[config.mk]
export PLATFORM = sky130hd
export DESIGN_NAME = wb_alu_core
export DESIGN_NICKNAME = d
export VERILOG_FILES = /design/src/source/core_pkg.sv /design/src/source/mips_isa_pkg.sv /design/src/source/alu_execute.sv /design/src/source/inst_decode.sv /design/src/source/result_writeback.sv /design/src/source/wb_alu_core.sv
export SDC_FILE = /design/constraint.sdc
export NUM_CORES = 2
export LEC_CHECK = 0
export BUFFER_PORTS_ARGS = -buffer_cell sky130_fd_sc_hd__buf_4
export CAP_MARGIN = 30
export CELL_PAD_IN_SITES_DETAIL_PLACEMENT = 0
export CELL_PAD_IN_SITES_GLOBAL_PLACEMENT = 1
export CORE_MARGIN = 5
export CORE_UTILIZATION = 49
export CTS_CLUSTER_DIAMETER = 80
export CTS_CLUSTER_SIZE = 8
export DETAILED_ROUTE_END_ITERATION = 10
export HOLD_SLACK_MARGIN = 0.12
export PLACE_DENSITY = 0.72
export RECOVER_POWER = 50
export SETUP_SLACK_MARGIN = 0.15
export SLEW_MARGIN = 40
export SYNTH_ARGS = -nofsm -noshare
export SYNTH_HDL_FRONTEND = slang
export SYNTH_HIERARCHICAL = 1
export SYNTH_SLANG_ARGS = --single-unit
[constraint.sdc]
create_clock -name clk -period 7.8 [get_ports clk]
set_input_delay 0.78 -clock clk [delete_from_list [all_inputs] [get_ports clk]]
set_output_delay 0.78 -clock clk [all_outputs]
set_load 0.01 [all_outputs]
[src/source/core_pkg.sv]
package core_pkg;

    typedef logic [31:0] word_t;
    typedef logic [4:0]  reg_idx_t;
    typedef logic [7:0]  bus_adr_t;

    // Operations understood by the execute stage
    typedef enum logic [3:0] {
        ALU_NOP  = 4'd0,
        ALU_OR   = 4'd1,
        ALU_AND  = 4'd2,
        ALU_XOR  = 4'd3,
        ALU_NOR  = 4'd4,
        ALU_SLL  = 4'd5,
        ALU_SRL  = 4'd6,
        ALU_SRA  = 4'd7,
        ALU_ADD  = 4'd8,
        ALU_SUB  = 4'd9,
        ALU_SLT  = 4'd10,
        ALU_SLTU = 4'd11,
        ALU_PASS = 4'd12
    } alu_op_t;

    // Instruction words are written here
    localparam bus_adr_t INST_ADR = 8'h80;

    // General registers read back at byte address 4*k
    localparam int NUM_REGS = 32;

endpackage

[src/source/mips_isa_pkg.sv]
package mips_isa_pkg;

    // Instruction word fields
    typedef logic [5:0]  opcode_t;
    typedef logic [5:0]  funct_t;
    typedef logic [4:0]  shamt_t;
    typedef logic [15:0] imm16_t;

    // Primary opcodes
    localparam opcode_t OP_SPECIAL = 6'b000000;
    localparam opcode_t OP_ADDI    = 6'b001000;
    localparam opcode_t OP_ADDIU   = 6'b001001;
    localparam opcode_t OP_SLTI    = 6'b001010;
    localparam opcode_t OP_SLTIU   = 6'b001011;
    localparam opcode_t OP_ANDI    = 6'b001100;
    localparam opcode_t OP_ORI     = 6'b001101;
    localparam opcode_t OP_XORI    = 6'b001110;
    localparam opcode_t OP_LUI     = 6'b001111;

    // SPECIAL function codes for shifts by shamt
    localparam funct_t FN_SLL  = 6'b000000;
    localparam funct_t FN_SRL  = 6'b000010;
    localparam funct_t FN_SRA  = 6'b000011;

    // Shifts by register
    localparam funct_t FN_SLLV = 6'b000100;
    localparam funct_t FN_SRLV = 6'b000110;
    localparam funct_t FN_SRAV = 6'b000111;

    // Conditional moves
    localparam funct_t FN_MOVZ = 6'b001010;
    localparam funct_t FN_MOVN = 6'b001011;

    // Arithmetic and logic
    localparam funct_t FN_ADD  = 6'b100000;
    localparam funct_t FN_ADDU = 6'b100001;
    localparam funct_t FN_SUB  = 6'b100010;
    localparam funct_t FN_SUBU = 6'b100011;
    localparam funct_t FN_AND  = 6'b100100;
    localparam funct_t FN_OR   = 6'b100101;
    localparam funct_t FN_XOR  = 6'b100110;
    localparam funct_t FN_NOR  = 6'b100111;
    localparam funct_t FN_SLT  = 6'b101010;
    localparam funct_t FN_SLTU = 6'b101011;

endpackage

[src/source/alu_execute.sv]
`timescale 1ns/10ps

module alu_execute import core_pkg::*; (
    input  logic     clk,
    input  logic     reset_i,
    input  logic     ex_valid_i,
    input  alu_op_t  ex_op_i,
    input  word_t    ex_a_i,
    input  word_t    ex_b_i,
    input  logic     ex_wreg_i,
    input  reg_idx_t ex_wd_i,
    // Back to decode
    output logic     ex_fwd_wreg_o,
    output reg_idx_t ex_fwd_wd_o,
    output word_t    ex_fwd_data_o,
    // To result stage
    output logic     res_valid_o,
    output logic     res_wreg_o,
    output reg_idx_t res_wd_o,
    output word_t    res_data_o
);

    word_t alu_result;

    always_comb begin
        case (ex_op_i)
            ALU_OR:   alu_result = ex_a_i | ex_b_i;
            ALU_AND:  alu_result = ex_a_i & ex_b_i;
            ALU_XOR:  alu_result = ex_a_i ^ ex_b_i;
            ALU_NOR:  alu_result = ~(ex_a_i | ex_b_i);
            // Shifts move b by the low bits of a
            ALU_SLL:  alu_result = ex_b_i << ex_a_i[4:0];
            ALU_SRL:  alu_result = ex_b_i >> ex_a_i[4:0];
            ALU_SRA:  alu_result = word_t'($signed(ex_b_i) >>> ex_a_i[4:0]);
            ALU_ADD:  alu_result = ex_a_i + ex_b_i;
            ALU_SUB:  alu_result = ex_a_i - ex_b_i;
            ALU_SLT:  alu_result = {31'd0, $signed(ex_a_i) < $signed(ex_b_i)};
            ALU_SLTU: alu_result = {31'd0, ex_a_i < ex_b_i};
            ALU_PASS: alu_result = ex_a_i;
            default:  alu_result = '0;
        endcase
    end

    // Unregistered result seen by decode in the same cycle
    assign ex_fwd_wreg_o = ex_valid_i && ex_wreg_i;
    assign ex_fwd_wd_o   = ex_wd_i;
    assign ex_fwd_data_o = alu_result;

    always_ff @(posedge clk) begin
        if (reset_i) begin
            res_valid_o <= 1'b0;
            res_wreg_o  <= 1'b0;
        end else begin
            res_valid_o <= ex_valid_i;
            res_wreg_o  <= ex_valid_i && ex_wreg_i;
        end
    end

    always_ff @(posedge clk) begin
        res_wd_o   <= ex_wd_i;
        res_data_o <= alu_result;
    end

endmodule

[src/source/inst_decode.sv]
`timescale 1ns/10ps

module inst_decode import mips_isa_pkg::*, core_pkg::*; (
    input  logic     clk,
    input  logic     reset_i,
    input  logic     dec_valid_i,
    input  word_t    dec_inst_i,
    output reg_idx_t rd_idx_a_o,
    output reg_idx_t rd_idx_b_o,
    input  word_t    rd_data_a_i,
    input  word_t    rd_data_b_i,
    // From execute
    input  logic     ex_fwd_wreg_i,
    input  reg_idx_t ex_fwd_wd_i,
    input  word_t    ex_fwd_data_i,
    // From result
    input  logic     res_fwd_wreg_i,
    input  reg_idx_t res_fwd_wd_i,
    input  word_t    res_fwd_data_i,
    // To execute
    output logic     ex_valid_o,
    output alu_op_t  ex_op_o,
    output word_t    ex_a_o,
    output word_t    ex_b_o,
    output logic     ex_wreg_o,
    output reg_idx_t ex_wd_o
);

    opcode_t  op;
    funct_t   funct;
    shamt_t   shamt;
    imm16_t   imm16;
    reg_idx_t rs;
    reg_idx_t rt;
    reg_idx_t rd;

    alu_op_t  op_d;
    logic     read_a;
    logic     read_b;
    logic     wreg_d;
    logic     is_movn;
    logic     is_movz;
    logic     wreg_ok;
    reg_idx_t wd_d;
    word_t    imm;
    word_t    opnd_a;
    word_t    opnd_b;

    assign op    = dec_inst_i[31:26];
    assign rs    = dec_inst_i[25:21];
    assign rt    = dec_inst_i[20:16];
    assign rd    = dec_inst_i[15:11];
    assign shamt = dec_inst_i[10:6];
    assign funct = dec_inst_i[5:0];
    assign imm16 = dec_inst_i[15:0];

    assign rd_idx_a_o = rs;
    assign rd_idx_b_o = rt;

    always_comb begin
        op_d    = ALU_NOP;
        read_a  = 1'b1;
        read_b  = 1'b1;
        wd_d    = rd;
        imm     = '0;
        is_movn = 1'b0;
        is_movz = 1'b0;
        case (op)
            OP_SPECIAL: begin
                case (funct)
                    FN_OR:            op_d = ALU_OR;
                    FN_AND:           op_d = ALU_AND;
                    FN_XOR:           op_d = ALU_XOR;
                    FN_NOR:           op_d = ALU_NOR;
                    FN_SLLV:          op_d = ALU_SLL;
                    FN_SRLV:          op_d = ALU_SRL;
                    FN_SRAV:          op_d = ALU_SRA;
                    FN_ADD, FN_ADDU:  op_d = ALU_ADD;
                    FN_SUB, FN_SUBU:  op_d = ALU_SUB;
                    FN_SLT:           op_d = ALU_SLT;
                    FN_SLTU:          op_d = ALU_SLTU;
                    FN_SLL, FN_SRL, FN_SRA: begin
                        // Shift amount comes in as operand a
                        op_d   = (funct == FN_SLL) ? ALU_SLL :
                                 (funct == FN_SRL) ? ALU_SRL : ALU_SRA;
                        read_a = 1'b0;
                        imm    = {27'd0, shamt};
                    end
                    FN_MOVN: begin
                        op_d    = ALU_PASS;
                        is_movn = 1'b1;
                    end
                    FN_MOVZ: begin
                        op_d    = ALU_PASS;
                        is_movz = 1'b1;
                    end
                    default: op_d = ALU_NOP;
                endcase
            end
            OP_ORI: begin
                op_d = ALU_OR;
                imm  = {16'h0000, imm16};
            end
            OP_ANDI: begin
                op_d = ALU_AND;
                imm  = {16'h0000, imm16};
            end
            OP_XORI: begin
                op_d = ALU_XOR;
                imm  = {16'h0000, imm16};
            end
            OP_ADDI, OP_ADDIU: begin
                op_d = ALU_ADD;
                imm  = {{16{imm16[15]}}, imm16};
            end
            OP_SLTI: begin
                op_d = ALU_SLT;
                imm  = {{16{imm16[15]}}, imm16};
            end
            OP_SLTIU: begin
                op_d = ALU_SLTU;
                imm  = {{16{imm16[15]}}, imm16};
            end
            OP_LUI: begin
                // Both operands take the immediate and rs is ignored
                op_d   = ALU_PASS;
                read_a = 1'b0;
                imm    = {imm16, 16'h0000};
            end
            default: op_d = ALU_NOP;
        endcase
        // I-type writes rt and takes the immediate as b
        if (op != OP_SPECIAL) begin
            read_b = 1'b0;
            wd_d   = rt;
        end
        wreg_d = (op_d != ALU_NOP);
    end

    // Youngest producer wins
    function automatic word_t pick_operand(input logic use_reg, input reg_idx_t idx,
                                           input word_t rf_data);
        if (use_reg && ex_fwd_wreg_i && (ex_fwd_wd_i == idx)) begin
            return ex_fwd_data_i;
        end else if (use_reg && res_fwd_wreg_i && (res_fwd_wd_i == idx)) begin
            return res_fwd_data_i;
        end else if (use_reg) begin
            return rf_data;
        end
        return imm;
    endfunction

    always_comb begin
        opnd_a = pick_operand(read_a, rs, rd_data_a_i);
        opnd_b = pick_operand(read_b, rt, rd_data_b_i);
    end

    assign wreg_ok = wreg_d && (wd_d != '0) &&
                     !(is_movn && (opnd_b == '0)) && !(is_movz && (opnd_b != '0));

    always_ff @(posedge clk) begin
        if (reset_i) begin
            ex_valid_o <= 1'b0;
            ex_wreg_o  <= 1'b0;
        end else begin
            ex_valid_o <= dec_valid_i;
            ex_wreg_o  <= dec_valid_i && wreg_ok;
        end
    end

    always_ff @(posedge clk) begin
        ex_op_o <= op_d;
        ex_a_o  <= opnd_a;
        ex_b_o  <= opnd_b;
        ex_wd_o <= wd_d;
    end

endmodule

[src/source/result_writeback.sv]
`timescale 1ns/10ps

module result_writeback import core_pkg::*; (
    input  logic     clk,
    input  logic     reset_i,
    input  logic     res_valid_i,
    input  logic     res_wreg_i,
    input  reg_idx_t res_wd_i,
    input  word_t    res_data_i,
    // Pending write forwarded to decode
    output logic     res_fwd_wreg_o,
    output reg_idx_t res_fwd_wd_o,
    output word_t    res_fwd_data_o,
    // Decode read ports
    input  reg_idx_t rd_idx_a_i,
    input  reg_idx_t rd_idx_b_i,
    output word_t    rd_data_a_o,
    output word_t    rd_data_b_o,
    // Host read port
    input  reg_idx_t bus_idx_i,
    output word_t    bus_data_o
);

    word_t regs [NUM_REGS];
    logic  wr_en;

    assign wr_en = res_valid_i && res_wreg_i;

    assign res_fwd_wreg_o = wr_en;
    assign res_fwd_wd_o   = res_wd_i;
    assign res_fwd_data_o = res_data_i;

    always_ff @(posedge clk) begin
        if (reset_i) begin
            for (int i = 0; i < NUM_REGS; i++) begin
                regs[i] <= '0;
            end
        end else if (wr_en) begin
            regs[res_wd_i] <= res_data_i;
        end
    end

    // r0 is hardwired to zero
    assign rd_data_a_o = (rd_idx_a_i == '0) ? '0 : regs[rd_idx_a_i];
    assign rd_data_b_o = (rd_idx_b_i == '0) ? '0 : regs[rd_idx_b_i];
    assign bus_data_o  = (bus_idx_i == '0) ? '0 : regs[bus_idx_i];

endmodule

[src/source/wb_alu_core.sv]
`timescale 1ns/10ps

module wb_alu_core import core_pkg::*; (
    input  logic     clk,
    input  logic     reset_i,
    input  logic     wb_cyc_i,
    input  logic     wb_stb_i,
    input  logic     wb_we_i,
    input  bus_adr_t wb_adr_i,
    input  word_t    wb_dat_i,
    output word_t    wb_dat_o,
    output logic     wb_ack_o
);

    logic     dec_valid;
    word_t    dec_inst;
    reg_idx_t rd_idx_a;
    reg_idx_t rd_idx_b;
    word_t    rd_data_a;
    word_t    rd_data_b;
    logic     ex_fwd_wreg;
    reg_idx_t ex_fwd_wd;
    word_t    ex_fwd_data;
    logic     res_fwd_wreg;
    reg_idx_t res_fwd_wd;
    word_t    res_fwd_data;
    logic     ex_valid;
    alu_op_t  ex_op;
    word_t    ex_a;
    word_t    ex_b;
    logic     ex_wreg;
    reg_idx_t ex_wd;
    logic     res_valid;
    logic     res_wreg;
    reg_idx_t res_wd;
    word_t    res_data;
    word_t    bus_data;

    logic     req;
    logic     wr_req;
    logic     rd_req;
    logic     busy;
    logic     rd_mapped;

    // New request only while ack is low, so acks never run back to back
    assign req    = wb_cyc_i && wb_stb_i && !wb_ack_o;
    assign busy   = dec_valid || ex_valid || res_valid;
    assign wr_req = req && wb_we_i;
    // Reads wait until the pipeline has drained
    assign rd_req = req && !wb_we_i && !busy;

    assign rd_mapped = (wb_adr_i < bus_adr_t'(NUM_REGS * 4)) && (wb_adr_i[1:0] == 2'b00);

    always_ff @(posedge clk) begin
        if (reset_i) begin
            wb_ack_o  <= 1'b0;
            dec_valid <= 1'b0;
        end else begin
            wb_ack_o  <= wr_req || rd_req;
            dec_valid <= wr_req && (wb_adr_i == INST_ADR);
        end
    end

    always_ff @(posedge clk) begin
        if (wr_req) begin
            dec_inst <= wb_dat_i;
        end
        if (rd_req) begin
            wb_dat_o <= rd_mapped ? bus_data : '0;
        end
    end

    inst_decode inst_decode_i (
        .clk            (clk),
        .reset_i        (reset_i),
        .dec_valid_i    (dec_valid),
        .dec_inst_i     (dec_inst),
        .rd_idx_a_o     (rd_idx_a),
        .rd_idx_b_o     (rd_idx_b),
        .rd_data_a_i    (rd_data_a),
        .rd_data_b_i    (rd_data_b),
        .ex_fwd_wreg_i  (ex_fwd_wreg),
        .ex_fwd_wd_i    (ex_fwd_wd),
        .ex_fwd_data_i  (ex_fwd_data),
        .res_fwd_wreg_i (res_fwd_wreg),
        .res_fwd_wd_i   (res_fwd_wd),
        .res_fwd_data_i (res_fwd_data),
        .ex_valid_o     (ex_valid),
        .ex_op_o        (ex_op),
        .ex_a_o         (ex_a),
        .ex_b_o         (ex_b),
        .ex_wreg_o      (ex_wreg),
        .ex_wd_o        (ex_wd)
    );

    alu_execute alu_execute_i (
        .clk           (clk),
        .reset_i       (reset_i),
        .ex_valid_i    (ex_valid),
        .ex_op_i       (ex_op),
        .ex_a_i        (ex_a),
        .ex_b_i        (ex_b),
        .ex_wreg_i     (ex_wreg),
        .ex_wd_i       (ex_wd),
        .ex_fwd_wreg_o (ex_fwd_wreg),
        .ex_fwd_wd_o   (ex_fwd_wd),
        .ex_fwd_data_o (ex_fwd_data),
        .res_valid_o   (res_valid),
        .res_wreg_o    (res_wreg),
        .res_wd_o      (res_wd),
        .res_data_o    (res_data)
    );

    result_writeback result_writeback_i (
        .clk            (clk),
        .reset_i        (reset_i),
        .res_valid_i    (res_valid),
        .res_wreg_i     (res_wreg),
        .res_wd_i       (res_wd),
        .res_data_i     (res_data),
        .res_fwd_wreg_o (res_fwd_wreg),
        .res_fwd_wd_o   (res_fwd_wd),
        .res_fwd_data_o (res_fwd_data),
        .rd_idx_a_i     (rd_idx_a),
        .rd_idx_b_i     (rd_idx_b),
        .rd_data_a_o    (rd_data_a),
        .rd_data_b_o    (rd_data_b),
        .bus_idx_i      (wb_adr_i[6:2]),
        .bus_data_o     (bus_data)
    );

endmodule

==> impl_metrics.csv <==
group,metric,value,unit
yosys,synthArstFlopShare,0,
clocking,clockBufferDepth,3,
drt,drtIter0Drc,9155,
clocking,cts_buffers,172,
grt,grt.total_usage,0.377,
power,internal-power,12.1,mW
sta,finClkSkew,28.8,ps
place,gp_congestion,1.01,
yosys,synth_seq_cells,1204,
power,p_leak,31.3,nW
drt,drc_errors,0,
finish,nets,6413,
clocking,clk_pin_slew,50,ps
yosys,syn_area_per_cell,12.3,sq um
critical_path,cp-start-kind,"primary input",
drt,ant_nets,0,
floorplan,io_pins,78,
yosys,synth_cell_type_count,99,
critical_path,critical_path_class,"in2reg",
sta,finalCriticalPeriod,6170,ps
clocking,cts_num_sinks,1204,
yosys,synth_edf_count,1088,
floorplan,die_h,414,um
power,p_seq_frac,0.452,
drt,routed_via_density,7.23,
sta,layout_setup_ws,1630,ps
finish,syn_to_final_growth,9.26,%
run_status,status,"finished, violations left",
yosys,synth_flop_cell,"edfxtp_1",
grt,grt_max_degree,108,
finish,fillers,13600,
critical_path,worstPathArrival,6620,ps
clocking,cts_setup_buffers,0,
critical_path,crit_path_end_kind,"flop",
clocking,cts_htree_levels,4,
grt,antenna_found_initial,18,
drt,drt_pass1_iterations,9,
yosys,synth_area_leaders,"edfxtp_1, mux4_2, and2_1",
finish,final_layout_size_suffix_gt1_frac,0.211,
yosys,ys_seq_area_frac,0.438,
floorplan,fp.dieW,414,um
drt,wirelength,329000,um
sta,setup_tns,0,ps
power,p_switching,4.60,mW
sta,drv_slew,1214,
floorplan,die-area,0.171,sq mm
sta,max_slew.worst_pin.slew,3070,ps
grt,grt_pass1_vias,59300,
run,drv_cap,38,
place,pre_cts_ws,1860,ps
floorplan,initial_utilization,0.491,
power,comb_power_share,0.131,
yosys,synthCells,6497,
clocking,clk_latency,830,ps
clocking,cts_tree,"built",
power,powerDensity,191,mW/mm^2
critical_path,worstPathRequired,8250,ps
worst_hold_path,hold_class,"in2reg",
power,switching_share,0.276,
sta,fmax,162,MHz
yosys,syn_nets,6640,
yosys,synth_top_area_frac,0.409,
drt,vias,61600,
floorplan,rows,148,
sta,fin_crit_sh,0.791,
yosys,yosys_warnings,6,
power,ir_worst_vdd,0.000188,V
power,clockPowerShare,0.417,
floorplan,design.core.area,0.162,sq mm
place,dpl.hpwl,213000,um
sta,setup_viol,0,
critical_path,crit_fanout,40,
sta,timing.hold.ws,285,ps
drt,wire_per_inst,38.6,um
sta,final-hold-violation-count,0,
sta,rsz0062_at_grt,"no",
place,port_buffers,77,
grt,grt_pass1_wl,456000,um
yosys,syn-cell-area,0.0798,sq mm
run_status,violations,"capacitance limit, slew limit",
yosys,yosysTopAreaCell,"edfxtp_1",
grt,grt-ovfl-total,0,
sta,slew_headroom,-1.05,
clocking,cts_root_buffer,"clkbuf_16",
timing repair:
action | 4_1_cts | 5_1_grt
hold endpoints to repair | 31 | 0
hold buffers | 31 | 0
gates resized for setup | 0 | 0
setup endpoints to repair | 0 | 0
path summary, 6_finish.rpt:
| check | start | end | slack [ps] | cells past startpoint |
|---|---|---|---|---|
| worst max register to register | inst_decode_i/ex_a_o[1]$_DFF_P_ | inst_decode_i/ex_wreg_o$_SDFF_PP0_ | 1760 | 17 |
| worst min-delay path | wb_we_i | wb_ack_o$_SDFF_PP0_ | 290 | 3 |
| worst min register to register | inst_decode_i/ex_wd_o[4]$_DFF_P_ | alu_execute_i/res_wd_o[4]$_DFF_P_ | 400 | 0 |
| worst max-delay path | reset_i | result_writeback_i/regs[15][23]$_SDFFCE_PN0P_ | 1630 | 7 |
layout by cell type (no fill, tap or decap), drive strengths merged, types with 13 or more instances in the layout:
cell         instances
xor2                19
o22ai              103
nor2b               79
o21bai              15
diode               13
a21o                17
clkinv              20
clkbuf             320
nor3                93
a2111oi             37
nor4                56
a221o               19
a22oi              128
nand3               55
o21ai              184
a31oi               16
and2              1078
ha                  96
inv                121
a221oi              42
nand2b              23
dfxtp              116
edfxtp            1088
nand2              170
dlygate4sd3         31
a211oi             144
o221ai              39
mux2                83
a22o                80
o21a                31
o211ai              24
mux2i              439
or2                 43
buf                183
mux4               653
a21oi              229
nor2               253
nand4               39
flip-flops by register name, summed over array words and instances, names as in the netlist, 4 cells and up:
register and cells:
alu_execute_i/res_data_o 32, alu_execute_i/res_wd_o 5, dec_inst 32, inst_decode_i/ex_a_o 32, inst_decode_i/ex_b_o 32, inst_decode_i/ex_op_o 4
inst_decode_i/ex_wd_o 5, result_writeback_i/regs 1024, wb_dat_o 32
cells in the mapped netlist (19+ instances only):
master and instances:
o221ai_1 39, nor2_1 253, a21oi_1 229, buf_2 130
nand3_1 55, nor2b_1 79, xor2_1 19, and2_1 1078
a221o_1 19, dfxtp_1 116, o211ai_1 24, mux2i_1 439
o21a_1 31, edfxtp_1 1088, a211oi_1 144, nor4_1 53
inv_1 114, or2_2 43, nand2_1 170, a22o_1 80
a22oi_1 128, mux2_2 83, nand4_1 37, buf_4 92
buf_1 39, mux4_2 653, a2111oi_0 36, o22ai_1 103
o21ai_1 33, ha_1 96, nand2b_1 23, clkbuf_1 436
a221oi_1 42, nor3_1 92, o21ai_0 149
stage by stage:
step,power [mW],cell area [sq um],std cells,utilization
after floorplan,8.87,79800,6497,-
after detailed placement,9.72,82100,8236,0.506
after global routing,17.1,87200,8510,0.537
after global placement,9.70,81900,8234,0.504
final,16.7,87200,8522,0.537
after CTS,16.6,87300,8505,0.537
routing by layer:
metal,GRT usage,wire (um),part of all wire,vias up
met5,0,71,0.00022,-
met2,0.566,144000,0.44,4595
li1,-,-,-,24600
met4,0.196,21100,0.064,10
met1,0.490,120000,0.37,31400
met3,0.124,43300,0.13,1003
power groups by stage:
stage	Sequential, mW	Clock (mW)	Combinational (mW)
2_1_floorplan	7.50	0	1.37
3_3_place_gp	7.63	0	2.07
3_5_place_dp	7.64	0	2.08
4_1_cts	7.52	7.02	2.10
5_1_grt	7.55	7.28	2.24
6_report	7.53	6.96	2.18
layout make-up:
cell class,count,area (sq um),area share
multi-input combinational,4455,41600,0.477
sequential,1204,35000,0.402
antenna,13,32.5,0.000373
tap,2175,2720,0.0312
clock inverter,20,328,0.00376
inverter,121,454,0.00521
clock buffer,218,4510,0.0517
timing repair buffer,316,2510,0.0288
kinds of logic (layout without fill, tap and decap cells):
logic type	count (synthesis)	after routing	share of synthesized area
AOI/OAI and AO/OA	1200	1200	0.104
and+or+nand+nor	1955	1955	0.140
other	0	13	0
buffers and inverters	838	675	0.0478
xor gates and xnor gates	27	27	0.00296
muxes	1175	1175	0.251
DFF	1204	1204	0.438
adders and majority gates	98	98	0.0156
worst max-delay path: stages:
cell and delay (ps):
clkbuf_1 770, nand4bb_1 470, clkbuf_1 520, nor2_2 240
clkbuf_1 1920, or2_0 1190, buf_4 600
Note: power is estimated with default switching activity, not from simulation.
